==> src/source/gb_cpu_params.svh <==
`ifndef GB_CPU_PARAMS_SVH
`define GB_CPU_PARAMS_SVH

`default_nettype none

// Host bus widths
`define GB_WB_ADDR_W 5
`define GB_WB_DATA_W 32

// Writes here execute one command
// Reads below 15 return a register byte
`define GB_CMD_ADDR 16

// Post-boot register contents
`define GB_RESET_A   8'h01
`define GB_RESET_F   8'hB0
`define GB_RESET_B   8'h00
`define GB_RESET_C   8'h13
`define GB_RESET_D   8'h00
`define GB_RESET_E   8'hD8
`define GB_RESET_H   8'h01
`define GB_RESET_L   8'h4D
`define GB_RESET_SP  16'hFFFE
`define GB_RESET_PC  16'h0100
`define GB_RESET_TMP 16'h0000
`define GB_RESET_IR  8'h00

`default_nettype wire

`endif

==> src/source/gb_cpu_common_pkg.sv <==
`default_nettype none

package gb_cpu_common_pkg;

    // Byte register index, doubles as the readback address
    typedef logic [3:0] regfile_r8_t;

    localparam regfile_r8_t REG_IR    = 4'd0;
    localparam regfile_r8_t REG_A     = 4'd1;
    localparam regfile_r8_t REG_F     = 4'd2;
    localparam regfile_r8_t REG_B     = 4'd3;
    localparam regfile_r8_t REG_C     = 4'd4;
    localparam regfile_r8_t REG_D     = 4'd5;
    localparam regfile_r8_t REG_E     = 4'd6;
    localparam regfile_r8_t REG_H     = 4'd7;
    localparam regfile_r8_t REG_L     = 4'd8;
    localparam regfile_r8_t REG_SP_H  = 4'd9;
    localparam regfile_r8_t REG_SP_L  = 4'd10;
    localparam regfile_r8_t REG_PC_H  = 4'd11;
    localparam regfile_r8_t REG_PC_L  = 4'd12;
    localparam regfile_r8_t REG_TMP_H = 4'd13;
    localparam regfile_r8_t REG_TMP_L = 4'd14;
    // Matches no register
    localparam regfile_r8_t REG_NONE  = 4'd15;

    // Register pair index
    typedef logic [2:0] regfile_r16_t;

    localparam regfile_r16_t REG_AF  = 3'd0;
    localparam regfile_r16_t REG_BC  = 3'd1;
    localparam regfile_r16_t REG_DE  = 3'd2;
    localparam regfile_r16_t REG_HL  = 3'd3;
    localparam regfile_r16_t REG_SP  = 3'd4;
    localparam regfile_r16_t REG_PC  = 3'd5;
    localparam regfile_r16_t REG_TMP = 3'd6;

    typedef logic [7:0]  byte_t;
    typedef logic [15:0] word_t;

    // Field order follows the index codes, IR in the top byte
    typedef struct packed {
        byte_t ir;
        byte_t a;
        byte_t f;
        byte_t b;
        byte_t c;
        byte_t d;
        byte_t e;
        byte_t h;
        byte_t l;
        byte_t sp_hi;
        byte_t sp_lo;
        byte_t pc_hi;
        byte_t pc_lo;
        byte_t tmp_hi;
        byte_t tmp_lo;
    } regfile_t;

    // Same bit order as the upper nibble of F
    typedef struct packed {
        logic z;
        logic n;
        logic h;
        logic c;
    } alu_flags_t;

    typedef logic [2:0] alu_op_t;

    localparam alu_op_t ALU_ADD = 3'd0;
    localparam alu_op_t ALU_ADC = 3'd1;
    localparam alu_op_t ALU_SUB = 3'd2;
    localparam alu_op_t ALU_SBC = 3'd3;
    localparam alu_op_t ALU_AND = 3'd4;
    localparam alu_op_t ALU_XOR = 3'd5;
    localparam alu_op_t ALU_OR  = 3'd6;
    localparam alu_op_t ALU_CP  = 3'd7;

    typedef logic [2:0] cmd_op_t;

    localparam cmd_op_t CMD_ALU        = 3'd0;
    localparam cmd_op_t CMD_INC16      = 3'd1;
    localparam cmd_op_t CMD_DEC16      = 3'd2;
    localparam cmd_op_t CMD_LOAD       = 3'd3;
    localparam cmd_op_t CMD_OVERWRITE  = 3'd4;
    localparam cmd_op_t CMD_SET_ADJ    = 3'd5;
    localparam cmd_op_t CMD_ADD_ADJ_PC = 3'd6;
    localparam cmd_op_t CMD_NOP        = 3'd7;

    // Command word as carried on the bus write data
    typedef struct packed {
        logic [4:0]  rsvd_top;
        cmd_op_t     op;
        logic        rsvd_op;
        alu_op_t     alu_op;
        regfile_r8_t src;
        logic [3:0]  rsvd_mid;
        logic [3:0]  dst;
        byte_t       data;
    } host_cmd_t;

    function automatic regfile_r8_t getRegisterLow(regfile_r16_t r16);
        case (r16)
            REG_AF:  return REG_F;
            REG_BC:  return REG_C;
            REG_DE:  return REG_E;
            REG_HL:  return REG_L;
            REG_SP:  return REG_SP_L;
            REG_PC:  return REG_PC_L;
            REG_TMP: return REG_TMP_L;
            default: return REG_NONE;
        endcase
    endfunction

    function automatic regfile_r8_t getRegisterHigh(regfile_r16_t r16);
        case (r16)
            REG_AF:  return REG_A;
            REG_BC:  return REG_B;
            REG_DE:  return REG_D;
            REG_HL:  return REG_H;
            REG_SP:  return REG_SP_H;
            REG_PC:  return REG_PC_H;
            REG_TMP: return REG_TMP_H;
            default: return REG_NONE;
        endcase
    endfunction

    // Byte read by index, unknown codes read as zero
    function automatic byte_t read_r8(regfile_t regs, regfile_r8_t idx);
        case (idx)
            REG_IR:    return regs.ir;
            REG_A:     return regs.a;
            REG_F:     return regs.f;
            REG_B:     return regs.b;
            REG_C:     return regs.c;
            REG_D:     return regs.d;
            REG_E:     return regs.e;
            REG_H:     return regs.h;
            REG_L:     return regs.l;
            REG_SP_H:  return regs.sp_hi;
            REG_SP_L:  return regs.sp_lo;
            REG_PC_H:  return regs.pc_hi;
            REG_PC_L:  return regs.pc_lo;
            REG_TMP_H: return regs.tmp_hi;
            REG_TMP_L: return regs.tmp_lo;
            default:   return 8'h00;
        endcase
    endfunction

endpackage

`default_nettype wire

==> src/source/gb_cpu_alu.sv <==
`default_nettype none

module gb_cpu_alu
    import gb_cpu_common_pkg::*;
(
    input  regfile_t    registers,
    input  alu_op_t     alu_op,
    input  regfile_r8_t alu_src,
    output byte_t       alu_data,
    output alu_flags_t  alu_flags
);

    byte_t      operand;
    byte_t      result;
    logic       carry_in;
    logic [8:0] full;
    logic [4:0] half;

    assign operand = read_r8(registers, alu_src);

    // Old carry sits in F bit 4, used only by the with-carry forms
    assign carry_in = (alu_op == ALU_ADC || alu_op == ALU_SBC) ? registers.f[4] : 1'b0;

    always_comb begin
        full = '0;
        half = '0;
        result = '0;
        alu_flags = '0;
        case (alu_op)
            ALU_ADD, ALU_ADC: begin
                full = {1'b0, registers.a} + {1'b0, operand} + {8'h00, carry_in};
                half = {1'b0, registers.a[3:0]} + {1'b0, operand[3:0]} + {4'h0, carry_in};
                result = full[7:0];
                alu_flags.h = half[4];
                alu_flags.c = full[8];
            end
            ALU_SUB, ALU_SBC, ALU_CP: begin
                // Borrow shows up as the wrapped top bit
                full = {1'b0, registers.a} - {1'b0, operand} - {8'h00, carry_in};
                half = {1'b0, registers.a[3:0]} - {1'b0, operand[3:0]} - {4'h0, carry_in};
                result = full[7:0];
                alu_flags.n = 1'b1;
                alu_flags.h = half[4];
                alu_flags.c = full[8];
            end
            ALU_AND: begin
                result = registers.a & operand;
                alu_flags.h = 1'b1;
            end
            ALU_XOR: result = registers.a ^ operand;
            ALU_OR:  result = registers.a | operand;
            default: ;
        endcase
        alu_flags.z = (result == 8'h00);
    end

    // Compare keeps A, only its flags count
    assign alu_data = (alu_op == ALU_CP) ? registers.a : result;

endmodule

`default_nettype wire

==> src/source/gb_cpu_regfile.sv <==
`include "gb_cpu_params.svh"
`default_nettype none

module gb_cpu_regfile
    import gb_cpu_common_pkg::*;
(
    input  logic         clk,
    input  logic         reset,
    input  logic         alu_wren,
    input  regfile_r16_t idu_req,
    input  word_t        idu_data,
    input  logic         idu_wren,
    input  regfile_r8_t  data_bus_req,
    input  byte_t        data_bus_data,
    input  logic         data_bus_wren,
    input  regfile_r16_t overwrite_req,
    input  logic         overwrite_wren,
    input  logic         set_adj,
    input  logic         add_adj_pc,
    input  byte_t        alu_data,
    input  alu_flags_t   alu_flags,
    output regfile_t     registers
);

    regfile_t regs_next;
    word_t    jump_target;

    // Byte write by index
    // F is skipped here, flags come from the ALU path only
    function automatic regfile_t write_r8(regfile_t regs, regfile_r8_t idx, byte_t value);
        regfile_t result;
        result = regs;
        case (idx)
            REG_IR:    result.ir = value;
            REG_A:     result.a = value;
            REG_B:     result.b = value;
            REG_C:     result.c = value;
            REG_D:     result.d = value;
            REG_E:     result.e = value;
            REG_H:     result.h = value;
            REG_L:     result.l = value;
            REG_SP_H:  result.sp_hi = value;
            REG_SP_L:  result.sp_lo = value;
            REG_PC_H:  result.pc_hi = value;
            REG_PC_L:  result.pc_lo = value;
            REG_TMP_H: result.tmp_hi = value;
            REG_TMP_L: result.tmp_lo = value;
            default: ;
        endcase
        return result;
    endfunction

    // Relative jump target, wraps at 16 bits
    assign jump_target = {registers.pc_hi, registers.pc_lo}
                       + {registers.tmp_hi, registers.tmp_lo};

    // One command at a time, so at most one source is live
    always_comb begin
        regs_next = registers;
        if (alu_wren) begin
            // Compare returns A unchanged, so only the flags move
            regs_next.a = alu_data;
            regs_next.f = {alu_flags, 4'h0};
        end else if (idu_wren) begin
            regs_next = write_r8(regs_next, getRegisterHigh(idu_req), idu_data[15:8]);
            regs_next = write_r8(regs_next, getRegisterLow(idu_req), idu_data[7:0]);
        end else if (data_bus_wren) begin
            // Bus loads land only in IR or TMP
            if (data_bus_req inside {REG_IR, REG_TMP_H, REG_TMP_L}) begin
                regs_next = write_r8(regs_next, data_bus_req, data_bus_data);
            end
        end else if (overwrite_wren) begin
            regs_next = write_r8(regs_next, getRegisterHigh(overwrite_req), registers.tmp_hi);
            regs_next = write_r8(regs_next, getRegisterLow(overwrite_req), registers.tmp_lo);
        end else if (set_adj) begin
            // Sign extend the offset byte
            regs_next.tmp_hi = {8{registers.tmp_lo[7]}};
        end else if (add_adj_pc) begin
            {regs_next.tmp_hi, regs_next.tmp_lo} = jump_target;
        end
    end

    always_ff @(posedge clk) begin
        if (reset) begin
            registers.ir <= `GB_RESET_IR;
            registers.a <= `GB_RESET_A;
            registers.f <= `GB_RESET_F;
            registers.b <= `GB_RESET_B;
            registers.c <= `GB_RESET_C;
            registers.d <= `GB_RESET_D;
            registers.e <= `GB_RESET_E;
            registers.h <= `GB_RESET_H;
            registers.l <= `GB_RESET_L;
            {registers.sp_hi, registers.sp_lo} <= `GB_RESET_SP;
            {registers.pc_hi, registers.pc_lo} <= `GB_RESET_PC;
            {registers.tmp_hi, registers.tmp_lo} <= `GB_RESET_TMP;
        end else begin
            registers <= regs_next;
        end
    end

endmodule

`default_nettype wire

==> src/source/gb_cpu_host_port.sv <==
`include "gb_cpu_params.svh"
`default_nettype none

module gb_cpu_host_port
    import gb_cpu_common_pkg::*;
(
    input  logic                     clk,
    input  logic                     reset,
    input  logic                     cyc,
    input  logic                     stb,
    input  logic                     we,
    input  logic [`GB_WB_ADDR_W-1:0] adr,
    input  logic [`GB_WB_DATA_W-1:0] dat_w,
    output logic [`GB_WB_DATA_W-1:0] dat_r,
    output logic                     ack,
    input  regfile_t                 registers,
    output logic                     alu_wren,
    output regfile_r16_t             idu_req,
    output word_t                    idu_data,
    output logic                     idu_wren,
    output regfile_r8_t              data_bus_req,
    output byte_t                    data_bus_data,
    output logic                     data_bus_wren,
    output regfile_r16_t             overwrite_req,
    output logic                     overwrite_wren,
    output logic                     set_adj,
    output logic                     add_adj_pc,
    output alu_op_t                  alu_op,
    output regfile_r8_t              alu_src
);

    // Readable bytes sit at addresses 0 to 14
    localparam int unsigned NUM_R8 = 15;

    host_cmd_t cmd;
    logic      request;
    logic      cmd_write;
    word_t     pair_value;
    byte_t     read_byte;

    // Request not yet acknowledged, so each cycle gets one ack
    assign request = cyc & stb & ~ack;
    assign cmd_write = request & we & (adr == `GB_WB_ADDR_W'(`GB_CMD_ADDR));
    assign cmd = host_cmd_t'(dat_w);

    // One strobe per command, high only in the acknowledging cycle
    assign alu_wren = cmd_write && (cmd.op == CMD_ALU);
    assign idu_wren = cmd_write && (cmd.op == CMD_INC16 || cmd.op == CMD_DEC16);
    assign data_bus_wren = cmd_write && (cmd.op == CMD_LOAD);
    assign overwrite_wren = cmd_write && (cmd.op == CMD_OVERWRITE);
    assign set_adj = cmd_write && (cmd.op == CMD_SET_ADJ);
    assign add_adj_pc = cmd_write && (cmd.op == CMD_ADD_ADJ_PC);

    // Operand fields pass straight through
    assign alu_op = cmd.alu_op;
    assign alu_src = cmd.src;
    assign idu_req = cmd.dst[2:0];
    assign overwrite_req = cmd.dst[2:0];
    assign data_bus_req = cmd.dst;
    assign data_bus_data = cmd.data;

    // IDU, plus or minus one with 16-bit wrap
    assign pair_value = {read_r8(registers, getRegisterHigh(idu_req)),
                         read_r8(registers, getRegisterLow(idu_req))};
    assign idu_data = (cmd.op == CMD_DEC16) ? pair_value - 16'd1 : pair_value + 16'd1;

    assign read_byte = read_r8(registers, adr[3:0]);

    always_ff @(posedge clk) begin
        if (reset) begin
            ack <= 1'b0;
        end else begin
            ack <= request;
        end
    end

    // Readback registered alongside ack
    // Writes and unmapped reads return zero
    always_ff @(posedge clk) begin
        if (request && !we && adr < `GB_WB_ADDR_W'(NUM_R8)) begin
            dat_r <= {{(`GB_WB_DATA_W - 8){1'b0}}, read_byte};
        end else begin
            dat_r <= '0;
        end
    end

endmodule

`default_nettype wire

==> src/source/gb_cpu_datapath.sv <==
`include "gb_cpu_params.svh"
`default_nettype none

module gb_cpu_datapath
    import gb_cpu_common_pkg::*;
(
    input  logic                     clk,
    input  logic                     reset,
    input  logic                     cyc,
    input  logic                     stb,
    input  logic                     we,
    input  logic [`GB_WB_ADDR_W-1:0] adr,
    input  logic [`GB_WB_DATA_W-1:0] dat_w,
    output logic [`GB_WB_DATA_W-1:0] dat_r,
    output logic                     ack
);

    // Register state shared by the port and the ALU
    regfile_t registers;

    // Write request bundle from the port
    logic         alu_wren;
    regfile_r16_t idu_req;
    word_t        idu_data;
    logic         idu_wren;
    regfile_r8_t  data_bus_req;
    byte_t        data_bus_data;
    logic         data_bus_wren;
    regfile_r16_t overwrite_req;
    logic         overwrite_wren;
    logic         set_adj;
    logic         add_adj_pc;

    // ALU control and result
    alu_op_t     alu_op;
    regfile_r8_t alu_src;
    byte_t       alu_data;
    alu_flags_t  alu_flags;

    // Port names match the nets, so connect by name
    gb_cpu_host_port host_port_i (.*);

    gb_cpu_regfile regfile_i (.*);

    gb_cpu_alu alu_i (.*);

endmodule

`default_nettype wire

==> config.mk <==
export PLATFORM = sky130hd
export DESIGN_NAME = gb_cpu_datapath
export DESIGN_NICKNAME = d
export VERILOG_FILES = /design/src/source/gb_cpu_common_pkg.sv /design/src/source/gb_cpu_alu.sv /design/src/source/gb_cpu_regfile.sv /design/src/source/gb_cpu_host_port.sv /design/src/source/gb_cpu_datapath.sv
export VERILOG_INCLUDE_DIRS = /design/src /design/src/source
export SDC_FILE = /design/constraint.sdc
export NUM_CORES = 1
export LEC_CHECK = 0
export BUFFER_PORTS_ARGS = -buffer_cell sky130_fd_sc_hd__clkbuf_2
export CAP_MARGIN = 20
export CORE_MARGIN = 8
export CORE_UTILIZATION = 40
export DETAILED_ROUTE_END_ITERATION = 8
export PLACE_DENSITY = 0.53
export SLEW_MARGIN = 20
export SYNTH_ARGS = -nofsm -noshare
export SYNTH_HDL_FRONTEND = slang
export SYNTH_SLANG_ARGS = --single-unit
==> constraint.sdc <==
create_clock -name clk -period 7.4 [get_ports clk]
set_input_delay 1.48 -clock clk [delete_from_list [all_inputs] [get_ports clk]]
set_output_delay 1.48 -clock clk [all_outputs]
set_load 0.05 [all_outputs]
Yosys cells after proc, flatten, opt, wreduce, memory -nomap -nowiden
Cells that the tools add are included.
{"block": "totals", "inputBits": 42, "register_bits": 149}
{"block": "classes", "n_bitwise": 9, "n_eq_ne": 175, "n_mux": 103, "n_lt_le_gt_ge": 1, "n_reduce_logical": 57, "addsub": 11}
{"cell": "8-bit 2-to-1 mux", "count": 72}
{"cell": "8-bit one-hot mux with 15 select lines", "count": 4}
{"cell": "120-bit 2-to-1 mux", "count": 3}
{"cell": "4-bit equality test (second input constant)", "count": 62}
{"cell": "4-bit by 3-bit equality test with 1-bit output (second input constant)", "count": 36}
{"cell": "104-bit 2-to-1 mux", "count": 1}
{"cell": "3-bit by 1-bit inequality test with 1-bit output (second input constant)", "count": 27}
{"cell": "6-bit AND reduction", "count": 13}
{"cell": "16-bit 2-to-1 mux", "count": 4}
{"cell": "4-bit one-hot mux with 7 select lines", "count": 2}
{"cell": "4-bit by 2-bit equality test with 1-bit output (second input constant)", "count": 13}
{"cell": "4-bit nonzero test", "count": 13}
{"cell": "4-bit 2-to-1 mux", "count": 12}
{"cell": "8-bit one-hot mux with 5 select lines", "count": 1}
{"cell": "4-bit by 1-bit equality test with 1-bit output (second input constant)", "count": 9}
{"cell": "4-bit logical NOT", "count": 9}
{"cell": "3-bit equality test (second input constant)", "count": 10}
{"cell": "4-bit by 2-bit inequality test with 1-bit output (second input constant)", "count": 6}
{"cell": "3-bit by 2-bit equality test with 1-bit output (second input constant)", "count": 6}
{"cell": "16-bit by 1-bit adder with 16-bit output (second input constant)", "count": 1}
{"cell": "16-bit adder", "count": 1}
{"cell": "16-bit by 1-bit subtractor with 16-bit output (second input constant)", "count": 1}
{"cell": "5-bit nonzero test", "count": 2}
{"cell": "8-bit by 8-bit adder with 9-bit output", "count": 1}
{"cell": "other kinds (29)", "count": 47}

Depth between registers and ports, before layout
{"block": "depth", "word_depth": 16, "mapped_depth": 21}

Modules after synthesis
From an unflattened synthesis, not the netlist that was laid out.
{"block": "hier_totals", "hier_cells": 1786, "hier_area_um2": 13795.7}
{"module": "gb_cpu_regfile", "area_per_inst_um2": 7521.0, "instances": 1, "cells_each": 924}
{"module": "gb_cpu_host_port", "area_per_inst_um2": 3570.9, "instances": 1, "cells_each": 478}
{"module": "gb_cpu_alu", "area_per_inst_um2": 2703.8, "instances": 1, "cells_each": 384}

Least setup slack after synthesis
OpenSTA, ideal clock, no wires.
{"block": "synth_timing", "path_kind": "input-to-reg", "start": "input dat_w[10]", "end": "register, netlist name regfile_i.registers[104]", "required_ps": 7264, "stages": 18, "arrival_ps": 4919, "path_buffers": 4, "path_slack_ps": 2345, "cell_sequence": "buf_4 > clkbuf_1 > nor2_1 > and2_1 > clkbuf_1 > clkbuf_1 > a22oi_1 > nand3_1 > fa_1 > a21o_1 > a21oi_1 > o21bai_1 > a2111o_1 > and3_1 > xor2_1 > o21ai_1 > nor2_1 > a2bb2oi_1"}
{"block": "synth_between", "elab_chain_len": 12}
{"item": "from (decl)", "line_no": "gb_cpu_datapath.sv:13", "rtl": "input logic [`GB_WB_DATA_W-1:0] dat_w,"}
{"item": "branches (longest 12 deep; another with 16-bit by 1-bit adder with 16-bit output)"}
Several ways; the timed one is not identified. The select of a mux whose other input is x is not followed.
A chain may end at the register's enable or synchronous reset.

Final worst setup path
{"block": "layout_timing", "start": "input dat_w[10]", "end": "register, netlist name regfile_i.registers[109]"}
{"block": "layout_between", "elab_chain_len": 12}
{"item": "branches (longest 12 deep; another with 16-bit by 1-bit adder with 16-bit output)"}
Several ways; the timed one is not identified. The select of a mux whose other input is x is not followed.

==> flow_summary.toml <==
[worst_setup_path]
worst_setup_path_end_kind = "register"
cpPeakStageDelay_ns = 0.79
cp_top_family = "compound AO/OA/AOI/OAI gates"
critical_path_required_ns = 7.76
reg2regPathDepth = 18
worst-setup-path-type = "in -> reg"
cp_cell_sequence = "clkbuf_2, nor2b_1, a22oi_1, o21ai_0, ha_1, or3_1, a31oi_1, nor3_1, o21ai_1, a211o_1, nand3_1, nor2_2, mux2i_1, a211oi_1"
total_stage_count_of_the_critical_path = 14
worst_path_max_fanout = 24
cp_data_arrival_time_ns = 6.18
timing.critical_path.slowest_stage_cell = "sky130_fd_sc_hd__o21ai_0"
startpoint_type = "input port"
crit_buf_inv = 1

[sta]
finalHoldViolations = 0
grt_setup_unrepaired = "false"
fin_worst_skew_ns = 0.0108
fin_tns_setup_ns = 0
max_freq_mhz = 172
tightest_slew_ns = 1.13
final-setup-viol-count = 0
whs_ns = 0.476
min_period_ns = 5.83
finalMaxSlewViolations = 0
min_period_over_period_pct = 78.7
max_slew_margin_pct = 24.7

[grt]
grt_pass1_wl_mm = 83.5
grt_use_total_pct = 30.7
grt.overflow.total = 0
pin_count_of_the_biggest_net_entering_global_routing = 62
number_of_global_route_vias_before_repair = 12600
grt_antenna_before_repair = 0

[floorplan]
die_y_um = 190
floorplan.die_area_mm2 = 0.0361
die_width_um = 190
floorplan.core_area_mm2 = 0.0297
start_util_pct = 40.8
num_rows = 63
io-pin-count = 75

[cts]
max_h_tree_level = 4
clk_latency_ns = 0.45
cts_root_buf = "sky130_fd_sc_hd__clkbuf_16"
holdBufCountCts = 0
maximum_root_to_sink_buffer_count = 2
cts_resized = 0
tritoncts_buffer_count = 17
cts.sink_count = 125
post_cts_buffers = 0
cts_tree = "built"
cts.reportedPaths.clkPinSlew_ns = 0.06

[yosys]
synth-compound-area-share_pct = 30.0
dominantRegCellSynth = "sky130_fd_sc_hd__dfxtp_1"
synthDominantCellAreaShare_pct = 20.6
synth-edff-count = 0
synth_seq_cells = 125
post_synth_inst_count = 1699
synth_simple_gate_area_share_pct = 24.6
yosys_warnings = 0
mappedNetlistArea_mm2 = 0.0121
netlist_top_cells_area = "sky130_fd_sc_hd__dfxtp_1, sky130_fd_sc_hd__a21oi_1, sky130_fd_sc_hd__nand2_1"
synth_cell_type_count = 96
ys_async_sr_fraction_pct = 0
syn-mean-instance-area_um2 = 7.14
synth-xor-area-share_pct = 2.37
yosys.area_share.adder_pct = 6.85
share_of_synthesized_area_spent_on_multiplexers_pct = 8.45
yosysSeqAreaShare_pct = 20.6
cell_taking_the_most_area_after_synthesis = "sky130_fd_sc_hd__dfxtp_1"
combinational_family_with_the_most_area_after_synthesis = "compound AO/OA/AOI/OAI gates"

[placement]
gpl.final_weighted_congestion = 1.01
dp_hpwl_mm = 43.2
numPortBuffers = 40

[detailed_routing]
drt_wl_total_mm = 56.8
post_drt_wl_per_cell_um = 27.4
first_pass_iters = 7
route.antenna.remaining_nets = 0
drc = 0
drtIter0Drc = 1707
via_count = 13400
vias_per_cell = 6.48

[layout]
final_layout_size_suffix_gt1_share_pct = 10.2
mostFrequentLayoutCell = "sky130_fd_sc_hd__nand2_1"
fillerInstances = 3160
layout_common_cells = "sky130_fd_sc_hd__nand2_1, sky130_fd_sc_hd__a21oi_1, sky130_fd_sc_hd__nor2_1"
flow.area_growth_from_synthesis_pct = 7.83
antenna_cells_inserted = 0
num-nets-final = 1778

[pwr]
ir_worst_vdd_uv = 120
power.static_leakage_uw = 0.00514
p_total_uw = 1900
p_per_area_mw_per_mm2 = 145

[run]
max-cap-violations = 0

[worst_hold_path]
hp_class = "reg -> reg"
worstHoldPathCells = 2

[status]
outcome = "completed"
-- where the power goes --
part	switching (µW)	total (µW)	internal (µW)
sequential	0.493	674	674
clock	356	817	461
combinational	282	409	127
-- kinds of logic after synthesis --
group | after synthesis
compound gates | 553
xor+xnor | 32
fa+ha+maj | 64
buf+inv | 196
flops | 125
mux | 92
other cells | 1
simple gates | 636
-- registers in the layout, indices dropped and copies added (netlist names) --
signal and flops:
host_port_i.ack 1, regfile_i.registers 116, host_port_i.dat_r 8
-- cell usage after synthesis, types with 19 or more instances --
cell and instances:
sky130_fd_sc_hd__nand2_1 234, sky130_fd_sc_hd__a21oi_1 183, sky130_fd_sc_hd__nor2_1 148, sky130_fd_sc_hd__dfxtp_1 125
sky130_fd_sc_hd__clkbuf_1 91, sky130_fd_sc_hd__o21ai_0 91, sky130_fd_sc_hd__mux2i_1 63, sky130_fd_sc_hd__ha_1 60
sky130_fd_sc_hd__nand3_1 58, sky130_fd_sc_hd__nor3_1 45, sky130_fd_sc_hd__inv_1 44, sky130_fd_sc_hd__a22oi_1 35
sky130_fd_sc_hd__a211oi_1 31, sky130_fd_sc_hd__nor2b_1 31, sky130_fd_sc_hd__buf_4 26, sky130_fd_sc_hd__mux2_2 22
sky130_fd_sc_hd__a21o_1 21, sky130_fd_sc_hd__buf_2 19, sky130_fd_sc_hd__nand2b_1 19
-- worst register-to-register path, cell delays in order (launching register included) --
cell	delay [ns]
sky130_fd_sc_hd__dfxtp_1	0.46
sky130_fd_sc_hd__or4bb_1	0.43
sky130_fd_sc_hd__a41oi_1	0.31
sky130_fd_sc_hd__a211oi_2	0.07
sky130_fd_sc_hd__nand2_1	0.18
sky130_fd_sc_hd__inv_1	0.07
sky130_fd_sc_hd__ha_1	0.30
sky130_fd_sc_hd__ha_1	0.22
sky130_fd_sc_hd__a21o_1	0.17
sky130_fd_sc_hd__fa_1	0.45
sky130_fd_sc_hd__a21oi_1	0.15
sky130_fd_sc_hd__o21bai_1	0.11
sky130_fd_sc_hd__a21o_1	0.20
sky130_fd_sc_hd__a21o_1	0.20
sky130_fd_sc_hd__xor2_1	0.14
sky130_fd_sc_hd__o21ai_0	0.37
sky130_fd_sc_hd__nand4_1	0.15
sky130_fd_sc_hd__nor4_1	0.20
sky130_fd_sc_hd__a21bo_1	0.14
-- final cells by class --
| cell class | instances | area, µm² | area share (%) |
|---|---|---|---|
| Clock inverter | 10 | 63.8 | 0.488 |
| Timing Repair Buffer | 81 | 510 | 3.90 |
| Tap cell | 390 | 488 | 3.73 |
| Inverter | 46 | 173 | 1.32 |
| Sequential cell | 125 | 2500 | 19.1 |
| Clock buffer | 22 | 484 | 3.70 |
| Multi-Input combinational cell | 1401 | 8850 | 67.7 |
-- metrics by stage --
stage          utilization [%]  instance area [µm²]  instances  setup slack (ns)
3_3_place_gp              42.1                12500       2043              1.28
6_report                  44.0                13100       2075              1.57
4_1_cts                   44.0                13100       2075              1.68
3_5_place_dp              42.2                12500       2043              1.23
5_1_grt                   44.0                13100       2075              1.45
2_1_floorplan                -                12200       1722              2.34
-- metal layers --
layer	global-route usage (%)	share of wire, %
met2	48.0	44
met5	0	0
met4	18.5	6.3
met3	5.69	9.2
met1	38.9	40
-- worst paths after layout --
path                                               start  slack [ns]                        to
worst max-delay path                           dat_w[10]        1.57  regfile_i.registers[109]
worst min-delay path            regfile_i.registers[115]        0.48  regfile_i.registers[115]
worst max register to register   regfile_i.registers[48]        3.06  regfile_i.registers[103]
worst min register to register  regfile_i.registers[115]        0.48  regfile_i.registers[115]
(Power assumes the default switching activity.)
